File: src/logic/camera_cfg_pkg.sv
// Camera configuration shared definitions
package camera_cfg_pkg;

   // Sensor write address on the bus
   localparam logic [7:0] dev_addr = 8'h78;

   // Entries written after reset
   localparam int init_count = 8;

   // Table index, wide enough for init and strobe entries
   typedef logic [3:0] rom_index_t;

   localparam rom_index_t strobe_on_index  = 4'd8;    // Strobe request on
   localparam rom_index_t strobe_off_index = 4'd9;    // Strobe request off

   // One sensor register write
   typedef struct packed {
      logic [15:0] reg_addr;                          // Sensor register address
      logic [7:0]  reg_value;                         // Data byte
   } write_cmd_t;

   // Sequencer states
   typedef enum logic [1:0] {
      seq_init,                                       // Pushing init entries
      seq_wait_done,                                  // Draining queue and bus
      seq_ready                                       // Serving key events
   } seq_state_t;

   // Bus writer phases, each four clocks per step
   typedef enum logic [2:0] {
      bus_idle,                                       // Lines released high
      bus_start,                                      // SDA falls with SCL high
      bus_bit,                                        // Data bit, MSB first
      bus_ack,                                        // Slave drives ack
      bus_stop                                        // SDA rises with SCL high
   } bus_phase_t;

endpackage

File: src/logic/key_debounce.sv
// Push key debounce
`timescale 1ns/1ps

module key_debounce #(
   parameter int debounce_count = 200                 // Stable samples per event
) (
   input  logic clock_20k,
   input  logic camera_rstn,
   input  logic key1,                                 // Raw key, low when pressed
   output logic key_press,                            // One-cycle press pulse
   output logic key_release                           // One-cycle release pulse
);

   localparam int cnt_w = $clog2(debounce_count + 1);
   localparam logic [cnt_w-1:0] cnt_last = cnt_w'(debounce_count - 1);
   localparam logic [cnt_w-1:0] cnt_max  = cnt_w'(debounce_count);

   logic [cnt_w-1:0] low_cnt;                         // Consecutive low samples
   logic [cnt_w-1:0] high_cnt;                        // Consecutive high samples

   always_ff @(posedge clock_20k or negedge camera_rstn) begin
      if (!camera_rstn) begin
         low_cnt     <= '0;
         high_cnt    <= '0;
         key_press   <= 1'b0;
         key_release <= 1'b0;
      end else begin
         if (key1) begin
            low_cnt <= '0;                            // High level breaks low run
            if (high_cnt != cnt_max)
               high_cnt <= high_cnt + 1'b1;           // Saturate at limit
         end else begin
            high_cnt <= '0;                           // Low level breaks high run
            if (low_cnt != cnt_max)
               low_cnt <= low_cnt + 1'b1;
         end
         // Fire once, on the sample that completes the run
         key_press   <= !key1 && (low_cnt == cnt_last);
         key_release <= key1 && (high_cnt == cnt_last);
      end
   end

endmodule

File: src/logic/reg_rom.sv
// Sensor register table
`timescale 1ns/1ps

module reg_rom import camera_cfg_pkg::*; (
   input  rom_index_t rom_index,                      // Entry select
   output write_cmd_t rom_cmd                         // Address and value
);

   always_comb begin
      case (rom_index)
         4'd0:    rom_cmd = '{16'h3103, 8'h11};       // Clock from pad
         4'd1:    rom_cmd = '{16'h3008, 8'h82};       // Software reset
         4'd2:    rom_cmd = '{16'h3008, 8'h42};       // Software power down
         4'd3:    rom_cmd = '{16'h3103, 8'h03};       // Clock from PLL
         4'd4:    rom_cmd = '{16'h3017, 8'hff};       // FREX, sync, D[9:6] enable
         4'd5:    rom_cmd = '{16'h3018, 8'hff};       // D[5:0], GPIO enable
         4'd6:    rom_cmd = '{16'h3016, 8'h02};       // Strobe output enable
         4'd7:    rom_cmd = '{16'h3b07, 8'h0a};       // FREX strobe mode 1
         4'd8:    rom_cmd = '{16'h3b00, 8'h83};       // Strobe on, LED3 mode
         4'd9:    rom_cmd = '{16'h3b00, 8'h00};       // Strobe off
         default: rom_cmd = '0;                       // Unused slots
      endcase
   end

endmodule

File: src/logic/config_sequencer.sv
// Register configuration sequencer
`timescale 1ns/1ps

module config_sequencer import camera_cfg_pkg::*; (
   input  logic       clock_20k,
   input  logic       camera_rstn,
   input  logic       key_press,                      // Debounced press pulse
   input  logic       key_release,                    // Debounced release pulse
   input  logic       full,                           // Queue has no space
   input  logic       empty,                          // Queue drained
   input  logic       busy,                           // Writer mid-frame
   output logic       push,
   output write_cmd_t push_cmd,
   output logic       reg_conf_done,
   output logic       strobe_flash
);

   localparam rom_index_t last_init = rom_index_t'(init_count - 1);

   seq_state_t state;
   logic       req_valid;                             // Entry waiting for queue space
   rom_index_t req_index;                             // Entry to push

   reg_rom i_reg_rom (
      .rom_index (req_index),
      .rom_cmd   (push_cmd)
   );

   // Held request goes out as soon as the queue has room
   assign push = req_valid && !full;

   always_ff @(posedge clock_20k or negedge camera_rstn) begin
      if (!camera_rstn) begin
         state         <= seq_init;
         req_valid     <= 1'b0;
         req_index     <= '0;
         reg_conf_done <= 1'b0;
         strobe_flash  <= 1'b0;
      end else begin
         case (state)
            seq_init: begin
               if (!req_valid) begin
                  req_valid <= 1'b1;                  // Arm entry 0 after reset
               end else if (push) begin
                  if (req_index == last_init) begin
                     req_valid <= 1'b0;               // All init entries queued
                     state     <= seq_wait_done;
                  end else begin
                     req_index <= rom_index_t'(req_index + 1'b1);
                  end
               end
            end
            seq_wait_done: begin
               // Done once the last frame has left the bus
               if (empty && !busy) begin
                  reg_conf_done <= 1'b1;
                  state         <= seq_ready;
               end
            end
            seq_ready: begin
               if (push)
                  req_valid <= 1'b0;                  // Pending strobe accepted
               if (key_press) begin
                  req_valid    <= 1'b1;
                  req_index    <= strobe_on_index;
                  strobe_flash <= 1'b1;
               end else if (key_release) begin
                  req_valid    <= 1'b1;
                  req_index    <= strobe_off_index;
                  strobe_flash <= 1'b0;
               end
            end
            default: state <= seq_init;
         endcase
      end
   end

endmodule

File: src/logic/write_queue.sv
// Write command FIFO
`timescale 1ns/1ps

module write_queue import camera_cfg_pkg::*; #(
   parameter int queue_depth = 4                      // Command slots
) (
   input  logic       clock_20k,
   input  logic       camera_rstn,
   input  logic       push,
   input  write_cmd_t push_cmd,
   input  logic       pop,
   output write_cmd_t head_cmd,                       // Oldest entry
   output logic       full,
   output logic       empty
);

   localparam int ptr_w = (queue_depth > 1) ? $clog2(queue_depth) : 1;
   localparam int cnt_w = $clog2(queue_depth + 1);
   localparam logic [ptr_w-1:0] ptr_last = ptr_w'(queue_depth - 1);

   write_cmd_t       mem [queue_depth];
   logic [ptr_w-1:0] wr_ptr;
   logic [ptr_w-1:0] rd_ptr;
   logic [cnt_w-1:0] count;                           // Occupancy
   logic             wr_en;
   logic             rd_en;

   assign wr_en    = push && !full;
   assign rd_en    = pop && !empty;
   assign full     = (count == cnt_w'(queue_depth));
   assign empty    = (count == '0);
   assign head_cmd = mem[rd_ptr];

   always_ff @(posedge clock_20k) begin
      if (wr_en)
         mem[wr_ptr] <= push_cmd;
   end

   always_ff @(posedge clock_20k or negedge camera_rstn) begin
      if (!camera_rstn) begin
         wr_ptr <= '0;
         rd_ptr <= '0;
         count  <= '0;
      end else begin
         if (wr_en)
            wr_ptr <= (wr_ptr == ptr_last) ? '0 : wr_ptr + 1'b1;    // Wrap at depth
         if (rd_en)
            rd_ptr <= (rd_ptr == ptr_last) ? '0 : rd_ptr + 1'b1;
         if (wr_en && !rd_en)
            count <= count + 1'b1;
         else if (rd_en && !wr_en)
            count <= count - 1'b1;
      end
   end

endmodule

File: src/logic/i2c_writer.sv
// I2C register write serializer
`timescale 1ns/1ps

module i2c_writer import camera_cfg_pkg::*; (
   input  logic       clock_20k,
   input  logic       camera_rstn,
   input  logic       empty,                          // No command waiting
   input  write_cmd_t head_cmd,                       // Next command
   input  logic       i2c_sda_in,                     // Line level for ack
   output logic       pop,
   output logic       busy,
   output logic       i2c_scl,
   output logic       i2c_sda_out,
   output logic       i2c_sda_oe,                     // High drives SDA
   output logic       ack_error                       // Sticky missing ack
);

   bus_phase_t  phase;
   logic [1:0]  quarter;                              // Quarter of current bit
   logic [2:0]  bit_cnt;                              // Bit within byte
   logic [1:0]  byte_cnt;                             // Byte within frame
   logic [31:0] frame;                                // Device, address, value

   assign pop  = (phase == bus_idle) && !empty;       // Take next command when free
   assign busy = (phase != bus_idle);

   // Frame shifter, MSB leads
   always_ff @(posedge clock_20k) begin
      if (pop)
         frame <= {dev_addr, head_cmd};
      else if (phase == bus_bit && quarter == 2'd3)
         frame <= {frame[30:0], 1'b0};
   end

   always_ff @(posedge clock_20k or negedge camera_rstn) begin
      if (!camera_rstn) begin
         phase     <= bus_idle;
         quarter   <= '0;
         bit_cnt   <= '0;
         byte_cnt  <= '0;
         ack_error <= 1'b0;
      end else if (phase == bus_idle) begin
         if (pop) begin
            phase    <= bus_start;
            quarter  <= '0;
            bit_cnt  <= '0;
            byte_cnt <= '0;
         end
      end else begin
         quarter <= quarter + 1'b1;
         // Slave holds SDA low mid-bit for an ack
         if (phase == bus_ack && quarter == 2'd2 && i2c_sda_in)
            ack_error <= 1'b1;
         if (quarter == 2'd3) begin
            case (phase)
               bus_start: phase <= bus_bit;
               bus_bit: begin
                  bit_cnt <= bit_cnt + 1'b1;
                  if (bit_cnt == 3'd7)
                     phase <= bus_ack;                // Byte sent
               end
               bus_ack: begin
                  byte_cnt <= byte_cnt + 1'b1;
                  phase    <= (byte_cnt == 2'd3) ? bus_stop : bus_bit;
               end
               bus_stop: phase <= bus_idle;
               default:  phase <= bus_idle;
            endcase
         end
      end
   end

   // Line levels per phase and quarter
   always_comb begin
      i2c_scl     = 1'b1;
      i2c_sda_out = 1'b1;
      i2c_sda_oe  = 1'b1;
      case (phase)
         bus_start: begin
            i2c_sda_out = (quarter == 2'd0);          // Falls in quarter 1
            i2c_scl     = (quarter != 2'd3);
         end
         bus_bit: begin
            i2c_sda_out = frame[31];
            i2c_scl     = (quarter == 2'd1) || (quarter == 2'd2);
         end
         bus_ack: begin
            i2c_sda_oe = 1'b0;                        // Release for slave
            i2c_scl    = (quarter == 2'd1) || (quarter == 2'd2);
         end
         bus_stop: begin
            i2c_sda_out = quarter[1];                 // Rises in quarter 2
            i2c_scl     = (quarter != 2'd0);
         end
         default: begin
         end
      endcase
   end

endmodule

File: src/logic/camera_config_top.sv
// Camera register configuration top
`timescale 1ns/1ps

module camera_config_top import camera_cfg_pkg::*; (
   input  logic clock_20k,
   input  logic camera_rstn,
   input  logic key1,                                 // Strobe key, low when pressed
   input  logic i2c_sda_in,
   output logic i2c_scl,
   output logic i2c_sda_out,
   output logic i2c_sda_oe,
   output logic reg_conf_done,
   output logic strobe_flash,
   output logic ack_error
);

   localparam int debounce_count = 200;               // About 10 ms at 20 kHz
   localparam int queue_depth    = 4;

   logic       key_press;
   logic       key_release;
   logic       push;
   write_cmd_t push_cmd;
   logic       pop;
   write_cmd_t head_cmd;
   logic       full;
   logic       empty;
   logic       busy;

   key_debounce #(
      .debounce_count (debounce_count)
   ) i_key_debounce (
      .clock_20k   (clock_20k),
      .camera_rstn (camera_rstn),
      .key1        (key1),
      .key_press   (key_press),
      .key_release (key_release)
   );

   config_sequencer i_config_sequencer (
      .clock_20k     (clock_20k),
      .camera_rstn   (camera_rstn),
      .key_press     (key_press),
      .key_release   (key_release),
      .full          (full),
      .empty         (empty),
      .busy          (busy),
      .push          (push),
      .push_cmd      (push_cmd),
      .reg_conf_done (reg_conf_done),
      .strobe_flash  (strobe_flash)
   );

   write_queue #(
      .queue_depth (queue_depth)
   ) i_write_queue (
      .clock_20k   (clock_20k),
      .camera_rstn (camera_rstn),
      .push        (push),
      .push_cmd    (push_cmd),
      .pop         (pop),
      .head_cmd    (head_cmd),
      .full        (full),
      .empty       (empty)
   );

   i2c_writer i_i2c_writer (
      .clock_20k   (clock_20k),
      .camera_rstn (camera_rstn),
      .empty       (empty),
      .head_cmd    (head_cmd),
      .i2c_sda_in  (i2c_sda_in),
      .pop         (pop),
      .busy        (busy),
      .i2c_scl     (i2c_scl),
      .i2c_sda_out (i2c_sda_out),
      .i2c_sda_oe  (i2c_sda_oe),
      .ack_error   (ack_error)
   );

endmodule

File: config.mk
export PLATFORM = sky130hd
export DESIGN_NAME = camera_config_top
export DESIGN_NICKNAME = d
export VERILOG_FILES = /design/src/logic/camera_cfg_pkg.sv /design/src/logic/key_debounce.sv /design/src/logic/reg_rom.sv /design/src/logic/config_sequencer.sv /design/src/logic/write_queue.sv /design/src/logic/i2c_writer.sv /design/src/logic/camera_config_top.sv
export SDC_FILE = /design/constraint.sdc
export NUM_CORES = 1
export LEC_CHECK = 0
export CORE_MARGIN = 2
export CORE_UTILIZATION = 31
export DETAILED_ROUTE_END_ITERATION = 8
export DONT_BUFFER_PORTS = 1
export GPL_ROUTABILITY_DRIVEN = 1
export PLACE_DENSITY = 0.46
export SYNTH_ARGS = -nofsm -noshare
export SYNTH_HDL_FRONTEND = slang
export SYNTH_SLANG_ARGS = --single-unit
export TNS_END_PERCENT = 100
File: constraint.sdc
create_clock -name clock_20k -period 2.5 [get_ports clock_20k]
set_clock_uncertainty 0.1 [all_clocks]
set_input_delay 0.125 -clock clock_20k [delete_from_list [all_inputs] [get_ports clock_20k]]
set_output_delay 0.125 -clock clock_20k [all_outputs]
set_load 0.01 [all_outputs]
==> flow_metrics.py, run 1 <==
metrics = {
    "logic_synthesis": {
        "synth_edf_count": 84,
        "ys_types": 48,
        "synth.cell_area_um2": 6000,
        "avgSynthCellArea_um2": 12.8,
        "yosysTopAreaCell": "edfxtp_1",
        "yosysWarnings": 0,
        "syn_inst": 468,
        "async_flop_share_pct": 32.8,
        "ys_dominant_reg_cell": "edfxtp_1",
        "ys_ff_latch": 137,
        "seq_area_frac_synth_pct": 63.5,
        "netlist_top_cells_area": "edfxtp_1 42%, dfrtp_1 19%, mux4_2 5.6%, nand2_1 4.8%, ha_1 4.8%",
        "syn_nets": 496,
        "synth_top_area_share_pct": 42.0,
    },
    "global_routing": {
        "met1_usage_pct": 15.4,
        "grt_pass1_wl_um": 18000,
        "use_met2_pct": 17.6,
        "antenna_found_initial": 0,
        "top_usage_layer": "met2",
        "grt_pass1_vias": 3444,
        "overflow": 0,
        "track_usage_pct": 11.5,
        "grt_max_degree": 46,
        "grt_util_met3_pct": 3.96,
    },
    "status": {
        "status": "finished clean",
    },
    "placement": {
        "gp_congestion": 0.736,
        "portBuffers": 0,
        "post-place-ws_ns": 0.192,
        "dp.cells": 723,
        "dp_hpwl_um": 6930,
    },
    "cts": {
        "cts.sinks": 137,
        "cts_buffer_depth": 2,
        "path_clk_slew_ns": 0.07,
        "cts_tree": "done",
        "clock_latency_ns": 0.42,
        "postCtsSetupBuffers": 0,
        "cts.root.buffer_cell": "clkbuf_16",
        "numCtsBuffers": 17,
        "cts.htree.levels": 4,
    },
    "floorplanning": {
        "placementRows": 50,
        "initial_core_util_pct": 31.9,
        "dieArea_um2": 20500,
        "core_region_area_um2": 18800,
        "die_w_um": 143,
        "die_h_um": 143,
        "top_level_ports": 10,
    },
    "routing": {
        "drcViolationCount": 0,
        "vias": 3452,
        "first_iter_violations": 284,
        "avgRoutedWirePerCell_um": 14.1,
        "ant_nets": 0,
        "firstDrtPassIters": 4,
        "avgViaCountPerCell": 4.55,
        "routed_wl_um": 10700,
    },
    "setup_path": {
        "start_kind": "flop",
        "r2r_cells": 7,
        "worst_setup_path_end_kind": "flop",
        "cp_cell_sequence": "or3b_1 -> nand2_2 -> inv_2 -> ha_1 -> inv_1 -> fa_1 -> mux2_2",
        "critPathKind": "flop to flop",
        "max_stage_delay_ns": 0.52,
        "crit_slowest_cell": "or3b_1",
        "critical_path_depth": 7,
        "critPathMaxFanout": 8,
        "cp_data_arrival_time_ns": 2.53,
        "cp_num_buf_inv": 2,
        "cp_top_family": "simple AND/OR/NAND/NOR gates",
        "critPathRequiredTime_ns": 2.70,
    },
    "timing": {
        "setup_violations": 0,
        "final_hold_viol_count": 0,
        "worstMarginPinSlew_ns": 0.686,
        "totalNegativeSetupSlack_ns": 0,
        "slew_headroom_pct": 53.9,
        "rsz0062_at_grt": "no",
        "fin_crit_ns": 2.33,
        "setup_ws_ns": 0.170,
        "max_freq_mhz": 429,
        "finalCritPeriodShare_pct": 93.2,
        "slew_violations": 0,
    },
    "cells_and_area": {
        "multi_input_area_um2": 2000,
        "fillers": 1825,
        "finalNetCount": 514,
        "drive_above_1_share_pct": 13.6,
        "register_area_um2": 3810,
        "final_cells": 759,
        "area_delta_synth_final_pct": 16.4,
        "antenna_cells": 0,
    },
    "pwr": {
        "p_leak_nw": 2.76,
        "power_frac_seq_pct": 48.6,
        "switching_share_pct": 20.9,
        "clockPowerShare_pct": 50.3,
        "ir_drop_v": 0.000477,
        "power_frac_comb_pct": 1.1,
        "p_int_mw": 3.90,
        "power_density_nw_per_um2": 707,
        "power.switching_mw": 1.03,
    },
    "worst_hold_path": {
        "hp-class": "input port to asynchronous set/reset pin",
    },
    "job": {
        "drv_cap": 0,
    },
}
## cells in the mapped netlist (2+ instances only)
cell	n
o31ai_1	2
nor2_1	25
dfxtp_1	8
o22ai_1	2
nand3_1	26
mux4_2	15
nand3b_1	3
nor2b_1	4
nand4bb_1	2
and2_1	12
nor3_1	6
buf_6	2
o21ai_1	3
nand2_1	77
nand2b_1	4
a22o_1	2
xnor2_1	7
buf_2	10
o21ai_0	15
mux2i_1	3
inv_2	2
or3_1	3
ha_1	23
buf_4	2
a21oi_1	10
dfrtp_1	45
a21o_1	9
xor2_1	10
edfxtp_1	84
nor4_1	2
a21boi_0	2
clkbuf_1	4
inv_1	20
and3_1	9
a31oi_1	2
## worst reg2reg max path, stage by stage (launching register included)
cell	delay, ns
dfrtp_1	0.42
or3b_1	0.52
nand2_2	0.14
inv_2	0.06
ha_1	0.21
inv_1	0.08
fa_1	0.42
mux2_2	0.27
## worst paths after layout
path | endpoint | slack [ns] | startpoint
min in group clock_20k | i_i2c_writer.ack_error$_DFFE_PN0P_ | 0.32 | i2c_sda_in
setup / recovery | i_write_queue.count[1]$_DFFE_PN0P_ | 0.17 | i_write_queue.count[1]$_DFFE_PN0P_
setup reg to reg | i_write_queue.count[1]$_DFFE_PN0P_ | 0.17 | i_write_queue.count[1]$_DFFE_PN0P_
hold / removal | i_i2c_writer.ack_error$_DFFE_PN0P_ | 0.15 | camera_rstn
hold reg to reg | i_i2c_writer.frame[26]$_SDFFE_PP0P_ | 0.36 | i_i2c_writer.frame[26]$_SDFFE_PP0P_
max in group asynchronous | i_config_sequencer.req_index[1]$_DFFE_PN0P_ | 1.93 | camera_rstn
## cell families after synthesis
family / count (synthesis) / synth area share, %
AND/OR/NAND/NOR: 179 / 14.2
flip-flops: 137 / 63.5
AO/OA/AOI/OAI: 50 / 5.19
buffers and inverters: 42 / 3.21
adder cells (fa/ha/maj): 24 / 5.13
multiplexers: 19 / 6.32
XOR/XNOR: 17 / 2.48
## routing by layer
metal / wire length [µm] / vias up
li1: - / 1699
met1: 5210 / 1706
met2: 4980 / 38
met3: 421 / 9
met4: 108 / 0
met5: 0 / -
## area by class of cell
type	count	share of cell area (%)
Clock inverter	14	2.31
Sequential cell	137	54.5
Inverter	23	1.24
Multi-Input combinational cell	289	28.6
Clock buffer	18	6.14
Tap cell	260	4.66
Timing Repair Buffer	18	2.51
## through the flow
| step | hold WS [ns] | util (%) | total power, mW | cell area (µm²) |
|---|---|---|---|---|
| 2_1_floorplan | -0.271 | - | 2.47 | 6000 |
| 3_3_place_gp | -0.269 | 33.7 | 2.47 | 6340 |
| 3_5_place_dp | -0.269 | 33.7 | 2.47 | 6340 |
| 4_1_cts | 0.133 | 37.1 | 5.00 | 6990 |
| 5_1_grt | 0.142 | 37.1 | 5.12 | 6990 |
| 6_report | 0.152 | 37.1 | 4.94 | 6990 |
## power groups by stage
stage	logic (mW)	clock network (mW)	registers, mW
floorplan	0.0252	0	2.44
global route	0.0614	2.66	2.40
detailed placement	0.0274	0	2.45
CTS	0.0548	2.55	2.40
global placement	0.0264	0	2.44
finish	0.0524	2.49	2.40
## layout by cell type (no fill, tap or decap), drive strengths merged, types with 2 or more instances in the layout
| cell | netlist | routed |
|---|---|---|
| or3b | 2 | 2 |
| nor2b | 4 | 4 |
| ha | 23 | 23 |
| nand3 | 26 | 26 |
| o21ai | 18 | 18 |
| nand3b | 3 | 3 |
| nor3 | 6 | 6 |
| mux2i | 3 | 3 |
| a21o | 9 | 9 |
| nor4 | 2 | 2 |
| buf | 15 | 15 |
| clkbuf | 4 | 18 |
| and3 | 9 | 9 |
| a31oi | 2 | 2 |
| xor2 | 10 | 10 |
| bufinv | 0 | 2 |
| dfxtp | 8 | 8 |
| clkinvlp | 0 | 2 |
| or3 | 4 | 4 |
| clkinv | 1 | 5 |
| xnor2 | 7 | 7 |
| dlygate4sd3 | 0 | 3 |
| nand2 | 78 | 78 |
| mux4 | 15 | 15 |
| and2 | 12 | 12 |
| nand2b | 4 | 4 |
| a21oi | 10 | 10 |
| a21boi | 2 | 2 |
| o22ai | 2 | 2 |
| inv | 22 | 28 |
| nand4bb | 2 | 2 |
| nor2 | 26 | 26 |
| o31ai | 2 | 2 |
| a22o | 2 | 2 |
| edfxtp | 84 | 84 |
| dfrtp | 45 | 45 |
## state kept, by name, summed over array words and instances, names as in the netlist, 2 cells and up
signal                        flops
i_i2c_writer.phase                3
i_write_queue.count               3
i_key_debounce.high_cnt           8
i_i2c_writer.byte_cnt             2
i_key_debounce.low_cnt            8
i_write_queue.rd_ptr              2
i_config_sequencer.state          2
i_i2c_writer.quarter              2
i_i2c_writer.bit_cnt              3
i_write_queue.mem                60
i_config_sequencer.req_index      4
i_write_queue.wr_ptr              2
i_i2c_writer.frame               32
## repair_timing
action                    CTS  global route
resized for setup           0             0
hold buffers                4             0
hold endpoints to repair   64             0
Power figures use the tool's default switching activity.
==> inputs of run 2 (changes only) <==
--- a/config.mk
+++ b/config.mk
@@ -5,6 +5,7 @@
 export SDC_FILE = /design/constraint.sdc
 export NUM_CORES = 1
 export LEC_CHECK = 0
+export ABC_AREA = 1
 export CORE_MARGIN = 2
 export CORE_UTILIZATION = 31
 export DETAILED_ROUTE_END_ITERATION = 8
@@ -13,5 +14,6 @@
 export PLACE_DENSITY = 0.46
 export SYNTH_ARGS = -nofsm -noshare
 export SYNTH_HDL_FRONTEND = slang
+export SYNTH_HIERARCHICAL = 1
 export SYNTH_SLANG_ARGS = --single-unit
 export TNS_END_PERCENT = 100
==> flow_metrics.py, run 2 <==
metrics = {
    "status": {
        "status": "finished clean",
    },
    "routing": {
        "avgRoutedWirePerCell_um": 13.3,
        "first_iter_violations": 312,
        "vias": 5183,
        "routed_wl_um": 15900,
        "drcViolationCount": 0,
        "firstDrtPassIters": 4,
        "ant_nets": 0,
        "avgViaCountPerCell": 4.35,
    },
    "setup_path": {
        "critPathKind": "flop to flop",
        "cp_data_arrival_time_ns": 2.39,
        "r2r_cells": 15,
        "critPathMostFrequentCell": "inv_1",
        "cp_top_family": "simple AND/OR/NAND/NOR gates",
        "critPathRequiredTime_ns": 2.71,
        "max_stage_delay_ns": 0.41,
        "crit_slowest_cell": "dfrtp_1",
        "r2r_end": "i_write_queue/count[2]$_DFFE_PN0P_",
        "start_kind": "flop",
        "cp_num_buf_inv": 6,
        "cp_cell_sequence": "inv_1 -> nand3_1 -> inv_1 -> inv_1 -> nand2_1 -> inv_1 -> nand2_1 -> inv_1 -> ha_1 -> inv_1 -> fa_1 -> nand2_1 -> nand3_1 -> nand2_1 -> nand2_1",
        "reg2reg_slack_ns": 0.32,
        "worst_setup_path_end_kind": "flop",
        "critPathMaxFanout": 5,
        "worstReg2RegStart": "i_write_queue/count[0]$_DFFE_PN0P_",
    },
    "global_routing": {
        "grt_pass1_wl_um": 26700,
        "top_usage_layer": "met2",
        "use_met2_pct": 19.3,
        "track_usage_pct": 12.1,
        "antenna_found_initial": 0,
        "overflow": 0,
        "grt_pass1_vias": 5118,
        "met1_usage_pct": 16.6,
        "grt_max_degree": 46,
        "grt_util_met3_pct": 2.46,
    },
    "timing": {
        "slew_headroom_pct": 51.8,
        "totalNegativeSetupSlack_ns": 0,
        "fin_crit_ns": 2.18,
        "worstMarginPinSlew_ns": 0.722,
        "slew_violations": 0,
        "max_freq_mhz": 458,
        "rsz0062_at_grt": "no",
        "setup_ws_ns": 0.318,
        "final_hold_viol_count": 0,
        "finalCritPeriodShare_pct": 87.3,
        "setup_violations": 0,
    },
    "pwr": {
        "p_leak_nw": 4.07,
        "power_density_nw_per_um2": 628,
        "ir_drop_v": 0.000370,
        "p_total_mw": 5.84,
    },
    "cells_and_area": {
        "layout_common_cells": "270 x nand2_1, 120 x edfxtp_1, 105 x inv_1",
        "drive_above_1_share_pct": 11.9,
        "reg.largest.list": "i_write_queue/mem x96, i_i2c_writer/frame x32",
        "final_common_cell": "nand2_1",
        "regMostFlops": "i_write_queue/mem",
        "area_delta_synth_final_pct": 12.2,
        "finalNetCount": 874,
        "final_area_um2": 9300,
        "antenna_cells": 0,
        "fillers": 2661,
        "largest_reg_flops": 96,
    },
    "floorplanning": {
        "die_w_um": 168,
        "placementRows": 59,
        "initial_core_util_pct": 31.7,
        "core_region_area_um2": 26100,
        "dieArea_um2": 28100,
        "die_h_um": 168,
        "top_level_ports": 10,
    },
    "placement": {
        "placed_area_um2": 8640,
        "gp_congestion": 0.745,
        "portBuffers": 0,
        "dp_hpwl_um": 10000,
        "post-place-ws_ns": 0.311,
    },
    "logic_synthesis": {
        "yosysWarnings": 6,
        "synth_most_common_cell": "nand2_1",
        "ys_ff_latch": 173,
        "ys_top_cells_by_count": "270 x nand2_1, 120 x edfxtp_1, 105 x inv_1",
        "seq_area_frac_synth_pct": 59.0,
        "ys_dominant_reg_cell": "edfxtp_1",
        "synth_top_area_share_pct": 43.4,
        "synth.cell_area_um2": 8290,
        "netlist_top_cells_area": "edfxtp_1 43%, dfrtp_1 14%, nand2_1 12%, inv_1 4.8%, ha_1 3.9%",
        "async_flop_share_pct": 26.0,
        "syn_inst": 836,
        "synth_edf_count": 120,
        "avgSynthCellArea_um2": 9.92,
        "yosysTopAreaCell": "edfxtp_1",
        "ys_types": 35,
    },
    "job": {
        "drv_cap": 0,
    },
    "cts": {
        "cts_resized": 0,
        "cts.sinks": 173,
        "clock_latency_ns": 0.43,
        "cts.root.buffer_cell": "clkbuf_16",
        "path_clk_slew_ns": 0.08,
        "numCtsBuffers": 17,
        "cts_tree": "done",
        "cts.htree.levels": 4,
        "cts_buffer_depth": 2,
    },
    "worst_hold_path": {
        "hp-class": "input port to asynchronous set/reset pin",
    },
}
## run 2: report_power, final
group / internal [mW] / leakage, nW / total, mW / switching [mW]
combinational: 0.0206 / 2.12 / 0.0615 / 0.0409
sequential: 3.05 / 1.65 / 3.06 / 0.0137
clock: 1.52 / 0.292 / 2.72 / 1.21
total: 4.58 / 4.07 / 5.84 / 1.26
## run 2: final cells by class
class	instances	area [µm²]	share of cell area [%]
well taps	335	419	4.51
clock buffers	18	429	4.61
inverters	115	432	4.64
clock inverters	14	174	1.87
repair buffers	17	218	2.34
multi-input cells	519	2740	29.4
flip-flops and latches	173	4890	52.6
## run 2: per-layer routing
layer / part of all wire [%] / vias up
met5: 0 / -
met4: 1.2 / 0
met3: 1.7 / 11
met2: 45 / 29
met1: 52 / 2411
li1: - / 2732
## run 2: worst max-delay path by stage
stage,from,to,cells past startpoint,slack (ns)
after floorplan,i_write_queue/count[0]$_DFFE_PN0P_,i_write_queue/mem[3][0]$_DFFE_PP_,8,-0.03
after global placement,i_write_queue/count[0]$_DFFE_PN0P_,i_write_queue/count[2]$_DFFE_PN0P_,15,0.36
after detailed placement,i_write_queue/count[0]$_DFFE_PN0P_,i_write_queue/count[2]$_DFFE_PN0P_,15,0.31
after CTS,i_write_queue/count[0]$_DFFE_PN0P_,i_write_queue/count[2]$_DFFE_PN0P_,15,0.29
after global routing,i_write_queue/count[0]$_DFFE_PN0P_,i_write_queue/count[2]$_DFFE_PN0P_,15,0.09
final,i_write_queue/count[0]$_DFFE_PN0P_,i_write_queue/count[2]$_DFFE_PN0P_,15,0.32
## run 2: stage by stage
stage                     util (%)  hold WS (ns)  std cells
final                         35.6        0.0819       1191
after global routing          35.6         0.103       1191
after CTS                     35.6        0.0773       1191
after detailed placement      33.1        -0.270       1155
after global placement        33.1        -0.270       1155
after floorplan                  -        -0.271        841
## run 2: cell families (layout without fill, tap and decap cells)
| family | Yosys count | after routing | share of synthesized area, % |
|---|---|---|---|
| compound gates | 77 | 77 | 7.42 |
| xor+xnor | 3 | 3 | 0.317 |
| other cells | 1 | 6 | 0.0452 |
| fa+ha+maj | 27 | 27 | 4.16 |
| simple gates | 406 | 406 | 20.7 |
| buf+inv | 149 | 164 | 8.39 |
| flops | 173 | 173 | 59.0 |
## run 2: repair_timing
| item | CTS | global route |
|---|---|---|
| hold buffers | 4 | 0 |
| endpoints found under the hold margin | 64 | 0 |
| setup buffers | 0 | 0 |
